<file path="config.mk">
export PLATFORM = sky130hd
export DESIGN_NAME = uart_top
export DESIGN_NICKNAME = d
export VERILOG_FILES = /design/src/logic/uart_pkg.sv /design/src/logic/synchronizer.sv /design/src/logic/uart_receive.sv /design/src/logic/uart_rx_fifo.sv /design/src/logic/uart_tick_gen.sv /design/src/logic/uart_top.sv /design/src/logic/uart_transmit.sv /design/src/logic/uart_wb_regs.sv
export SDC_FILE = /design/constraint.sdc
export NUM_CORES = 1
export LEC_CHECK = 0
export ABC_AREA = 1
export BUFFER_PORTS_ARGS = -buffer_cell sky130_fd_sc_hd__buf_2
export CAP_MARGIN = 25
export CORE_MARGIN = 2
export CORE_UTILIZATION = 60
export CTS_BUF_LIST = sky130_fd_sc_hd__clkbuf_8 sky130_fd_sc_hd__clkbuf_16
export CTS_CLUSTER_SIZE = 40
export DETAILED_ROUTE_END_ITERATION = 12
export PLACE_DENSITY = 0.82
export SLEW_MARGIN = 20
export SYNTH_ARGS = -nofsm -noshare
export SYNTH_HDL_FRONTEND = slang
export SYNTH_SLANG_ARGS = --single-unit
</file>
<file path="constraint.sdc">
create_clock -name clk -period 2.8 [get_ports clk]
set_input_delay 0.14 -clock clk [delete_from_list [all_inputs] [get_ports clk]]
set_output_delay 0.14 -clock clk [all_outputs]
set_load 0.01 [all_outputs]
</file>
<file path="src/logic/uart_pkg.sv">
// UART package with character and bus types, bit timing, register map and receive record
package uart_pkg;
	// One character on the serial line, and the Wishbone view of it
	typedef logic [7:0] uart_char_t;
	typedef logic [0:0] wb_addr_t;
	typedef logic [7:0] wb_data_t;

	// The sample tick fires once every TICK_DIVIDE + 1 clocks
	localparam int TICK_DIVIDE = 3;
	localparam int TICKS_PER_BIT = 16;
	// From the start edge to the middle of data bit 0 is one and a half bits
	localparam int START_TO_MID = 24;
	localparam int FIFO_DEPTH = 4;

	// Register map
	localparam wb_addr_t ADDR_DATA = 1'b0;
	localparam wb_addr_t ADDR_STATUS = 1'b1;

	// STATUS bit positions, all other bits read as zero
	localparam int STAT_RX_READY = 0;
	localparam int STAT_TX_BUSY = 1;
	localparam int STAT_OVERRUN = 2;

	// Counter widths derived from the constants above
	typedef logic [$clog2(TICK_DIVIDE + 1) - 1:0] tick_div_t;
	typedef logic [$clog2(START_TO_MID + 1) - 1:0] tick_count_t;
	typedef logic [3:0] bit_index_t;
	typedef logic [$clog2(FIFO_DEPTH) - 1:0] fifo_ptr_t;
	typedef logic [$clog2(FIFO_DEPTH + 1) - 1:0] fifo_count_t;

	// A received character, valid for one cycle
	typedef struct packed {
		logic valid;
		uart_char_t data;
	} rx_char_s;
endpackage

</file>
<file path="src/logic/synchronizer.sv">
// Two-flop synchronizer that brings an asynchronous input into the clock domain
`timescale 1ns/1ps

module synchronizer
	#(parameter logic RESET_STATE = 1'b0)
	(input clk,
	input reset,
	input logic data_i,
	output logic data_o);

	// First stage may go metastable, the second one gives it a cycle to settle
	logic stage1;

	always_ff @(posedge clk, posedge reset)
	begin
		if (reset)
		begin
			stage1 <= RESET_STATE;
			data_o <= RESET_STATE;
		end
		else
		begin
			stage1 <= data_i;
			data_o <= stage1;
		end
	end
endmodule

</file>
<file path="src/logic/uart_receive.sv">
// Serial receiver that finds the start bit and samples eight data bits at mid-bit
`timescale 1ns/1ps

module uart_receive
	(input clk,
	input reset,
	input logic tick,
	input logic uart_rx,
	output uart_pkg::rx_char_s rx_char);

	import uart_pkg::*;

	typedef enum logic {
		RX_WAIT_START,
		RX_READ_CHARACTER
	} rx_state_t;

	rx_state_t state_ff;
	rx_state_t state_nxt;
	tick_count_t sample_count_ff;
	tick_count_t sample_count_nxt;
	bit_index_t bit_count_ff;
	bit_index_t bit_count_nxt;
	uart_char_t shift_register;
	logic do_shift;
	logic char_valid;
	logic rx_sync;

	// The line idles high, so the synchronizer comes out of reset at 1
	synchronizer #(.RESET_STATE(1'b1)) rx_synchronizer(
		.clk(clk),
		.reset(reset),
		.data_i(uart_rx),
		.data_o(rx_sync));

	assign rx_char.valid = char_valid;
	assign rx_char.data = shift_register;

	always_comb
	begin
		state_nxt = state_ff;
		sample_count_nxt = sample_count_ff;
		bit_count_nxt = bit_count_ff;
		do_shift = 1'b0;
		char_valid = 1'b0;

		unique case (state_ff)
			RX_WAIT_START:
			begin
				// A low level marks the start bit, count on to the middle of bit 0
				if (!rx_sync)
				begin
					state_nxt = RX_READ_CHARACTER;
					sample_count_nxt = tick_count_t'(START_TO_MID);
					bit_count_nxt = '0;
				end
			end

			RX_READ_CHARACTER:
			begin
				if (tick)
				begin
					if (sample_count_ff == tick_count_t'(1))
					begin
						// This tick is a sample point, the next one is a full bit away
						sample_count_nxt = tick_count_t'(TICKS_PER_BIT);
						if (bit_count_ff == bit_index_t'(8))
						begin
							// Stop bit position, the character is complete
							char_valid = 1'b1;
							state_nxt = RX_WAIT_START;
						end
						else
						begin
							do_shift = 1'b1;
							bit_count_nxt = bit_count_ff + 1'b1;
						end
					end
					else
						sample_count_nxt = sample_count_ff - 1'b1;
				end
			end
		endcase
	end

	always_ff @(posedge clk, posedge reset)
	begin
		if (reset)
		begin
			state_ff <= RX_WAIT_START;
			sample_count_ff <= '0;
			bit_count_ff <= '0;
		end
		else
		begin
			state_ff <= state_nxt;
			sample_count_ff <= sample_count_nxt;
			bit_count_ff <= bit_count_nxt;
		end
	end

	// LSB arrives first, so bits enter at the top and move down
	always_ff @(posedge clk)
	begin
		if (do_shift)
			shift_register <= {rx_sync, shift_register[7:1]};
	end
endmodule

</file>
<file path="src/logic/uart_rx_fifo.sv">
// Receive queue that holds characters until the host reads them and flags overruns
`timescale 1ns/1ps

module uart_rx_fifo
	(input clk,
	input reset,
	input uart_pkg::rx_char_s rx_char,
	input logic pop,
	output uart_pkg::uart_char_t head,
	output logic not_empty,
	output logic overrun,
	input logic clear_overrun);

	import uart_pkg::*;

	uart_char_t storage[FIFO_DEPTH];
	fifo_ptr_t read_ptr;
	fifo_ptr_t write_ptr;
	fifo_count_t count;
	logic full;
	logic do_pop;
	logic do_write;

	assign full = count == fifo_count_t'(FIFO_DEPTH);
	assign not_empty = count != '0;
	assign head = storage[read_ptr];
	assign do_pop = pop && not_empty;
	// A pop in the same cycle frees a slot, so a full queue still accepts
	assign do_write = rx_char.valid && (!full || do_pop);

	always_ff @(posedge clk, posedge reset)
	begin
		if (reset)
		begin
			read_ptr <= '0;
			write_ptr <= '0;
			count <= '0;
			overrun <= 1'b0;
		end
		else
		begin
			if (do_write)
				write_ptr <= write_ptr == fifo_ptr_t'(FIFO_DEPTH - 1) ? '0 : write_ptr + 1'b1;
			if (do_pop)
				read_ptr <= read_ptr == fifo_ptr_t'(FIFO_DEPTH - 1) ? '0 : read_ptr + 1'b1;
			if (do_write && !do_pop)
				count <= count + 1'b1;
			else if (do_pop && !do_write)
				count <= count - 1'b1;

			// A character dropped in the same cycle as a clear keeps the flag set
			if (rx_char.valid && !do_write)
				overrun <= 1'b1;
			else if (clear_overrun)
				overrun <= 1'b0;
		end
	end

	always_ff @(posedge clk)
	begin
		if (do_write)
			storage[write_ptr] <= rx_char.data;
	end
endmodule

</file>
<file path="src/logic/uart_tick_gen.sv">
// Sample tick generator shared by the serial receiver and transmitter
`timescale 1ns/1ps

module uart_tick_gen
	(input clk,
	input reset,
	output logic tick);

	import uart_pkg::*;

	tick_div_t divider;

	// The counter runs down and reloads, so tick is high one clock in TICK_DIVIDE + 1
	assign tick = divider == '0;

	always_ff @(posedge clk, posedge reset)
	begin
		if (reset)
			divider <= tick_div_t'(TICK_DIVIDE);
		else if (divider == '0)
			divider <= tick_div_t'(TICK_DIVIDE);
		else
			divider <= divider - 1'b1;
	end
endmodule

</file>
<file path="src/logic/uart_top.sv">
// UART peripheral top level with Wishbone registers, receive queue and serial blocks
`timescale 1ns/1ps

module uart_top
	(input clk,
	input reset,
	input logic cyc,
	input logic stb,
	input logic we,
	input uart_pkg::wb_addr_t adr,
	input uart_pkg::wb_data_t dat_w,
	output uart_pkg::wb_data_t dat_r,
	output logic ack,
	input logic uart_rx,
	output logic uart_tx);

	import uart_pkg::*;

	logic tick;
	rx_char_s rx_char;
	uart_char_t head;
	logic not_empty;
	logic overrun;
	logic pop;
	logic clear_overrun;
	logic busy;
	logic tx_start;
	uart_char_t tx_char;

	uart_wb_regs regs_i(
		.clk(clk),
		.reset(reset),
		.cyc(cyc),
		.stb(stb),
		.we(we),
		.adr(adr),
		.dat_w(dat_w),
		.dat_r(dat_r),
		.ack(ack),
		.head(head),
		.not_empty(not_empty),
		.overrun(overrun),
		.pop(pop),
		.clear_overrun(clear_overrun),
		.busy(busy),
		.tx_start(tx_start),
		.tx_char(tx_char));

	// One tick drives both directions so their bit timing agrees
	uart_tick_gen tick_gen_i(
		.clk(clk),
		.reset(reset),
		.tick(tick));

	uart_receive receive_i(
		.clk(clk),
		.reset(reset),
		.tick(tick),
		.uart_rx(uart_rx),
		.rx_char(rx_char));

	uart_rx_fifo rx_fifo_i(
		.clk(clk),
		.reset(reset),
		.rx_char(rx_char),
		.pop(pop),
		.head(head),
		.not_empty(not_empty),
		.overrun(overrun),
		.clear_overrun(clear_overrun));

	uart_transmit transmit_i(
		.clk(clk),
		.reset(reset),
		.tick(tick),
		.tx_start(tx_start),
		.tx_char(tx_char),
		.busy(busy),
		.uart_tx(uart_tx));
endmodule

</file>
<file path="src/logic/uart_transmit.sv">
// Serial transmitter that sends start, eight data and stop bits and reports busy
`timescale 1ns/1ps

module uart_transmit
	(input clk,
	input reset,
	input logic tick,
	input logic tx_start,
	input uart_pkg::uart_char_t tx_char,
	output logic busy,
	output logic uart_tx);

	import uart_pkg::*;

	typedef enum logic [1:0] {
		TX_IDLE,
		TX_START,
		TX_DATA,
		TX_STOP
	} tx_state_t;

	tx_state_t state;
	tick_count_t tick_count;
	bit_index_t bit_count;
	uart_char_t shift_register;
	logic bit_end;

	// Last tick of the current bit period
	assign bit_end = tick && tick_count == tick_count_t'(TICKS_PER_BIT - 1);

	// Line level follows the state, data goes out LSB first
	assign uart_tx = state == TX_START ? 1'b0
		: state == TX_DATA ? shift_register[0]
		: 1'b1;

	always_ff @(posedge clk, posedge reset)
	begin
		if (reset)
		begin
			state <= TX_IDLE;
			busy <= 1'b0;
			tick_count <= '0;
			bit_count <= '0;
		end
		else
		begin
			unique case (state)
				TX_IDLE:
				begin
					// A request is held until the next tick so the start bit is full length
					if (busy && tick)
					begin
						state <= TX_START;
						tick_count <= '0;
					end
					else if (tx_start)
						busy <= 1'b1;
				end

				TX_START, TX_DATA, TX_STOP:
				begin
					if (bit_end)
						tick_count <= '0;
					else if (tick)
						tick_count <= tick_count + 1'b1;

					if (bit_end)
					begin
						if (state == TX_START)
						begin
							state <= TX_DATA;
							bit_count <= '0;
						end
						else if (state == TX_DATA)
						begin
							bit_count <= bit_count + 1'b1;
							if (bit_count == bit_index_t'(7))
								state <= TX_STOP;
						end
						else
						begin
							// End of the stop bit frees the transmitter
							state <= TX_IDLE;
							busy <= 1'b0;
						end
					end
				end
			endcase
		end
	end

	always_ff @(posedge clk)
	begin
		if (state == TX_IDLE && tx_start)
			shift_register <= tx_char;
		else if (state == TX_DATA && bit_end)
			shift_register <= shift_register >> 1;
	end
endmodule

</file>
<file path="src/logic/uart_wb_regs.sv">
// Wishbone classic slave with the DATA and STATUS registers of the UART
`timescale 1ns/1ps

module uart_wb_regs
	(input clk,
	input reset,
	input logic cyc,
	input logic stb,
	input logic we,
	input uart_pkg::wb_addr_t adr,
	input uart_pkg::wb_data_t dat_w,
	output uart_pkg::wb_data_t dat_r,
	output logic ack,
	input uart_pkg::uart_char_t head,
	input logic not_empty,
	input logic overrun,
	output logic pop,
	output logic clear_overrun,
	input logic busy,
	output logic tx_start,
	output uart_pkg::uart_char_t tx_char);

	import uart_pkg::*;

	logic request;
	logic read_data;
	logic read_status;
	logic write_data;
	logic ack_nxt;
	wb_data_t status;
	wb_data_t read_value;

	// A request is new until its ack goes out, which keeps a held strobe from repeating
	assign request = cyc && stb && !ack;
	assign read_data = request && !we && adr == ADDR_DATA;
	assign read_status = request && !we && adr == ADDR_STATUS;
	assign write_data = request && we && adr == ADDR_DATA;

	// An empty queue is not popped and the read returns zero
	assign pop = read_data && not_empty;
	// Reading STATUS clears the sticky overrun flag
	assign clear_overrun = read_status && overrun;

	// The write is stalled while a frame is on the line
	assign tx_start = write_data && !busy;
	assign tx_char = dat_w;

	// Writes to STATUS have no effect but still complete
	assign ack_nxt = request && !(write_data && busy);

	always_comb
	begin
		status = '0;
		status[STAT_RX_READY] = not_empty;
		status[STAT_TX_BUSY] = busy;
		status[STAT_OVERRUN] = overrun;
	end

	always_comb
	begin
		read_value = '0;
		if (read_data && not_empty)
			read_value = head;
		else if (read_status)
			read_value = status;
	end

	always_ff @(posedge clk, posedge reset)
	begin
		if (reset)
		begin
			ack <= 1'b0;
			dat_r <= '0;
		end
		else
		begin
			// ack lasts a single cycle because request is masked while it is high
			ack <= ack_nxt;
			if (ack_nxt)
				dat_r <= read_value;
		end
	end
endmodule
</file>
# Word-level counts from Yosys, hierarchy flattened
# Memories as Yosys holds them, arrays and structs flattened.
# Index checks and enable logic that the tools add are counted.
[totals]
register_bits = 59
mem_bits_rw = 32
inputBits = 15
output_inout_bits = 10
wordCells = 149
mem_count = 1
[classes]
add_sub_neg = 9
n_eq_ne = 22
muxes = 54
bitwise = 2
n_reduce_logical = 43
[memory_table]
columns = ["memory", "depth", "width", "rd", "rd_ports_with_merged_regs", "write_ports", "line_no", "rtl"]
rows = [
  ["rx_fifo_i.storage", 4, 8, 1, 0, 1, "uart_rx_fifo.sv:16", "uart_char_t storage[FIFO_DEPTH];"],
]
[ops]
columns = ["op", "count"]
rows = [
  ["2-to-1 mux 5 bit", 6],
  ["2-to-1 mux 4 bit", 6],
  ["2-to-1 mux 8 bit", 3],
  ["2-to-1 mux 1 bit", 22],
  ["logical AND 1 bit", 21],
  ["one-hot mux 5 bit (2 select lines)", 2],
  ["2-to-1 mux 2 bit", 8],
  ["inequality test 2 bit, second input constant", 6],
  ["2-to-1 mux 3 bit", 3],
  ["adder 4 x 1 -> 4 bit, second input constant", 2],
  ["== test 2 bit, second input constant", 4],
  ["inequality test 2 x 1 -> 1 bit, second input constant", 4],
  ["one-hot mux 4 bit (2 select lines)", 1],
  ["nonzero test 2 bit", 4],
  ["zero test 1 bit", 7],
  ["AND reduction 3 bit", 2],
  ["adder 5 x 1 -> 5 bit, second input constant", 1],
  ["== test 5 x 1 -> 1 bit, second input constant", 1],
  ["== test 5 x 4 -> 1 bit, second input constant", 1],
  ["AND reduction 5 bit", 1],
  ["subtractor 5 x 1 -> 5 bit, second input constant", 1],
  ["adder 2 x 1 -> 2 bit, second input constant", 2],
  ["== test 4 x 3 -> 1 bit, second input constant", 1],
  ["== test 4 bit, second input constant", 1],
  ["16 further kinds", 20],
]

# Longest topological paths before layout
[logic_depth]
ltp_word = 12
mapped_depth = 13
depth_no_buf = 13

# Hierarchy
# Synthesis repeated with hierarchy kept, for this count alone.
[hier_totals]
cells_unflattened = 447
area_unflattened_um2 = 4593.2
[by_module_without_submodules]
columns = ["mod", "instances", "cells_each", "area_per_inst_um2", "seq_area_each_um2"]
rows = [
  ["uart_rx_fifo", 1, 158, 1818.0, 1161.1],
  ["uart_transmit", 1, 124, 1191.1, 540.5],
  ["uart_receive", 1, 93, 930.9, 490.5],
  ["uart_wb_regs", 1, 60, 509.2, 225.2],
  ["uart_tick_gen", 1, 9, 87.6, 52.6],
  ["synchronizer", 1, 3, 56.3, 52.6],
]

# Least setup slack after synthesis
# Ideal clock, no wire load.
[synth_timing]
kind = "flip-flop to flip-flop"
start = "register tick_gen_i.divider[0]"
end = "register rx_fifo_i.count[1]"
setup_time_ps = 125
arrival_time_ps = 2071
required_time_ps = 2675
setup_slack_ps = 604
stages_incl_launch_ff = 11
n_path_buf = 0
period_less_slack_ps = 2196
cell_sequence = "dfstp_2 -> inv_1 -> ha_1 -> nand2_2 -> nor3_4 -> nand2_2 -> inv_1 -> ha_1 -> inv_1 -> fa_1 -> mux2_2"
[synth_via]
elab_chain_len = 7
word_cells_on_any_way = 9
classes_between = "mux (3); reduce/logical (6)"
[synth_rtl]
columns = ["item", "line_no", "rtl"]
rows = [
  ["start: declaration", "uart_tick_gen.sv:11", "tick_div_t divider;"],
  ["start signal: assignment", "uart_tick_gen.sv:19", "divider <= tick_div_t'(TICK_DIVIDE);"],
  ["start signal: assignment", "uart_tick_gen.sv:21", "divider <= tick_div_t'(TICK_DIVIDE);"],
  ["start signal: assignment", "uart_tick_gen.sv:23", "divider <= divider - 1'b1;"],
  ["zero test 2 bit *", "uart_tick_gen.sv:14", "assign tick = divider == '0;"],
  ["2-to-1 mux 1 bit *", "uart_receive.sv:61", "if (tick)"],
  ["2-to-1 mux 1 bit *", "uart_receive.sv:47", "unique case (state_ff)"],
  ["logical AND 1 bit *", "uart_rx_fifo.sv:29", "assign do_write = rx_char.valid && (!full || do_pop);"],
  ["named net rx_fifo_i.do_write", "uart_rx_fifo.sv:22", "logic do_write;"],
  ["zero test 1 bit", "uart_rx_fifo.sv:48", "else if (do_pop && !do_write)"],
  ["logical AND 1 bit", "uart_rx_fifo.sv:48", ""],
  ["nonzero test 2 bit (no line)", "--", ""],
  ["end signal: assignment", "uart_rx_fifo.sv:47", "count <= count + 1'b1;"],
  ["end signal: assignment", "uart_rx_fifo.sv:49", "count <= count - 1'b1;"],
  ["end: declaration", "uart_rx_fifo.sv:19", "fifo_count_t count;"],
]
# The timed path passes the listed nets; every way through them passes the cells marked *.
# A chain may end at the register's enable or synchronous reset.

# Worst setup path after layout
# Ends and elaborated chain as after synthesis.

==> impl_results.md <==
* Placer Congestion at 0.839
* Critical Path, Cell by Cell: inv_1 > ha_1 > nand2_2 > nor3_4 > nand2_2 > inv_1 > ha_1 > inv_1 > fa_1 > mux2_2
* Postcts setup bufs at 0
* Die width at 86.5 um
* Hold_buf cts at 2
* Antenna Cells at 0
* First-pass GRT wire length at 11.7 mm
* Worst Hold Launch: dat_w[7]
* Worst R2R Start: tick_gen_i.divider[0]
* Die area at 0.00748 mm2
* Layer with the highest usage: met2
* RSZ-0062 raised after global routing: no
* Critical Path Stages at 10
* Final Slew Violations at 0
* Mapped Nets at 429
* Post-synthesis cell type count at 35
* Clock edge transition at the registers on the reported setup and hold paths at 0.09 ns
* Synth Area per Inst at 10.3 um2
* Final-report setup violation count at 0
* Slowest CP cell: fa_1
* Fin Setup TNS at 0 ns
* I/O Buffers at 24
* Gr ovfl total at 0
* Design area at 0.00450 mm2
* Die Y at 86.5 um
* Post-DP Area at 0.00429 mm2
* Starting density of the core at 61.1%
* Synth top cells by count: nand2_1 (99), edfxtp_1 (48), inv_1 (42)
* Worst relative slew slack at 52.2%
* Post-CTS Resized at 0
* Post-synth ARST share at 47.3%
* CTS max path bufs at 2
* Layout cells sized above 1 at 14.9%
* Critical path class: reg -> reg
* Num rows at 30
* Most used cell, CP: inv_1
* Power per Cell Area at 706 mW/mm2
* Inserted Clock Buffers at 9
* Final antenna-violating net count at 0
* Remaining DRCs at 0
* CP top delay family: adder cells
* Max_cap viols at 0
* Sink Count at 91
* Ports at 25
* Number of synthesized flops with an enable pin at 48
* Fmax at 426 MHz
* VDD IR-drop max at 0.292 mV
* Placeable Area at 0.00668 mm2
* Count leader, synth: nand2_1
* Skew final at 0.00941 ns
* Fin crit share at 83.9%
* Pre-CTS setup slack at 0.476 ns
* Max incr delay on CP at 0.43 ns
* Crit path launch type: flip-flop
* Clock Tree Root: clkbuf_8
* Final net count at 463
* WL/cell at 13.1 um
* Setup ws final at 0.452 ns
* Top cell type's share of synthesized area at 35.3%
* CTS tree: done
* Worst-Margin Slew at 0.714 ns
* GR met2 Demand/Resource at 30.2%
* Met1 Use GR at 28.2%
* DRT Pass-1 Iters at 4
* Hold Path Class: in -> reg
* Worst-path maximum fanout at 7
* Depth of the most critical reg-to-reg path at 10
* DR iter-0 viols at 195
* Synth top area cells: edfxtp_1 (35%), dfrtp_1 (24%), nand2_1 (9.1%), ha_1 (4.9%), inv_1 (3.9%)
* Synth area leader: edfxtp_1
* Yosys reg bits at 91
* H-tree Lvls at 3
* Largest net degree at the start of global routing at 44
* Total track usage at 20.3%
* Data required, critical path at 3.04 ns
* Synthesis warning total at 0
* Worst Path Arrival at 2.59 ns
* Total Power at 3.17 mW
* Crit path buf inv count at 3
* Gate Count Post-Synth at 397
* Final HPWL DP at 4.87 mm
* Seq/Total Area, Yosys at 61.8%
* Area grow syn2layout at 10.1%
* Worst setup EP type: flip-flop
* RR Endpoint: rx_fifo_i.count[1]
* Initial antenna violation count at 0
* Met3 Use GR at 6.29%
* Final WL at 6.76 mm
* Worst hold path depth at 3
* Fin crit period at 2.35 ns
* Leakage at 2.05 nW
* Status: finished clean
* Worst hold endpoint: transmit_i.shift_register[7]
* Clock Latency Late Sink at 0.36 ns
* Ys flop type: edfxtp_1
* Via count at 2682
* Vias in the first global route at 2566
* Final Hold Vio Count at 0
* Register-to-register setup slack at 0.45 ns
* Vias per cell at 5.20
* Synthesized cell area at 0.00408 mm2
[per-layer routing]
layer	vias to the layer above	part of all wire [%]
met5	-	0
met3	15	4.1
li1	1373	-
met1	1243	49
met4	0	2.1
met2	51	45
[through the flow]
step	utilization, %	instances	hold WS, ns
2_1_floorplan	-	397	0.144
3_3_place_gp	64.2	498	0.247
3_5_place_dp	64.2	498	0.247
4_1_cts	67.3	516	0.0797
5_1_grt	67.3	516	0.0779
6_report	67.3	516	0.0900
[worst register-to-register path, delay by kind of cell, from the launching register on]
family | cells | cell delay (ns)
adder cells (fa/ha/maj) | 3 | 0.84
AND/OR/NAND/NOR | 3 | 0.57
flip-flops | 1 | 0.38
multiplexers | 1 | 0.27
buffers and inverters | 3 | 0.19
[cell usage in the layout (no fill, tap or decap), types with 2 or more instances in the layout]
| master | count |
|---|---|
| nand3_1 | 29 |
| o21ai_1 | 4 |
| buf_4 | 3 |
| a21oi_1 | 15 |
| inv_1 | 42 |
| nand2_2 | 6 |
| nor2_4 | 2 |
| xnor2_1 | 5 |
| nand2_1 | 99 |
| inv_2 | 3 |
| edfxtp_1 | 48 |
| a22oi_1 | 5 |
| clkbuf_8 | 10 |
| inv_6 | 4 |
| nor2_1 | 35 |
| dfstp_2 | 4 |
| dlygate4sd3_1 | 2 |
| nand4_1 | 2 |
| dfrtp_1 | 39 |
| buf_2 | 24 |
| nor2_2 | 2 |
| ha_1 | 16 |
| xor2_1 | 2 |
| o21ai_0 | 19 |
[cell type report]
class                      instances  area, um2
sequential                        91       2520
fill                             481       2180
multi-input combinational        255       1360
inverter                          45        169
timing repair buffer              29        163
clock buffer                      10        138
tap                               80        100
clock inverter                     6       47.5
[logic make-up (layout without fill, tap and decap cells)]
| group | count (synthesis) | count (layout) | share of synthesized area [%] |
|---|---|---|---|
| buffers and inverters | 51 | 90 | 4.99 |
| xor gates and xnor gates | 7 | 7 | 1.50 |
| AOI/OAI and AO/OA | 49 | 49 | 6.68 |
| DFF | 91 | 91 | 61.8 |
| muxes | 2 | 2 | 0.521 |
| and+or+nand+nor | 180 | 180 | 19.1 |
| adders and majority gates | 17 | 17 | 5.39 |
[power breakdown]
part / leakage (nW) / internal [mW] / switching (mW)
clock: 0.0995 / 0.358 / 0.468
combinational: 0.982 / 0.266 / 0.403
sequential: 0.971 / 1.53 / 0.152
total: 2.05 / 2.15 / 1.02
[state kept, by name (all words and copies together) (netlist names), 4 cells and up]
signal and flops:
rx_fifo_i.storage 32, receive_i.shift_register 8, regs_i.dat_r 8, transmit_i.shift_register 8
receive_i.sample_count_ff 5, transmit_i.tick_count 5, receive_i.bit_count_ff 4, transmit_i.bit_count 4
[worst max path at each step]
stage | startpoint | endpoint | slack [ns]
6_report | tick_gen_i.divider[0] | rx_fifo_i.count[1] | 0.45
2_1_floorplan | tick_gen_i.divider[0] | rx_fifo_i.count[1] | 0.60
3_3_place_gp | tick_gen_i.divider[0] | rx_fifo_i.count[1] | 0.53
5_1_grt | tick_gen_i.divider[0] | rx_fifo_i.count[2] | 0.23
4_1_cts | tick_gen_i.divider[0] | rx_fifo_i.count[1] | 0.46
3_5_place_dp | tick_gen_i.divider[0] | rx_fifo_i.count[1] | 0.48
(Power assumes the default switching activity.)
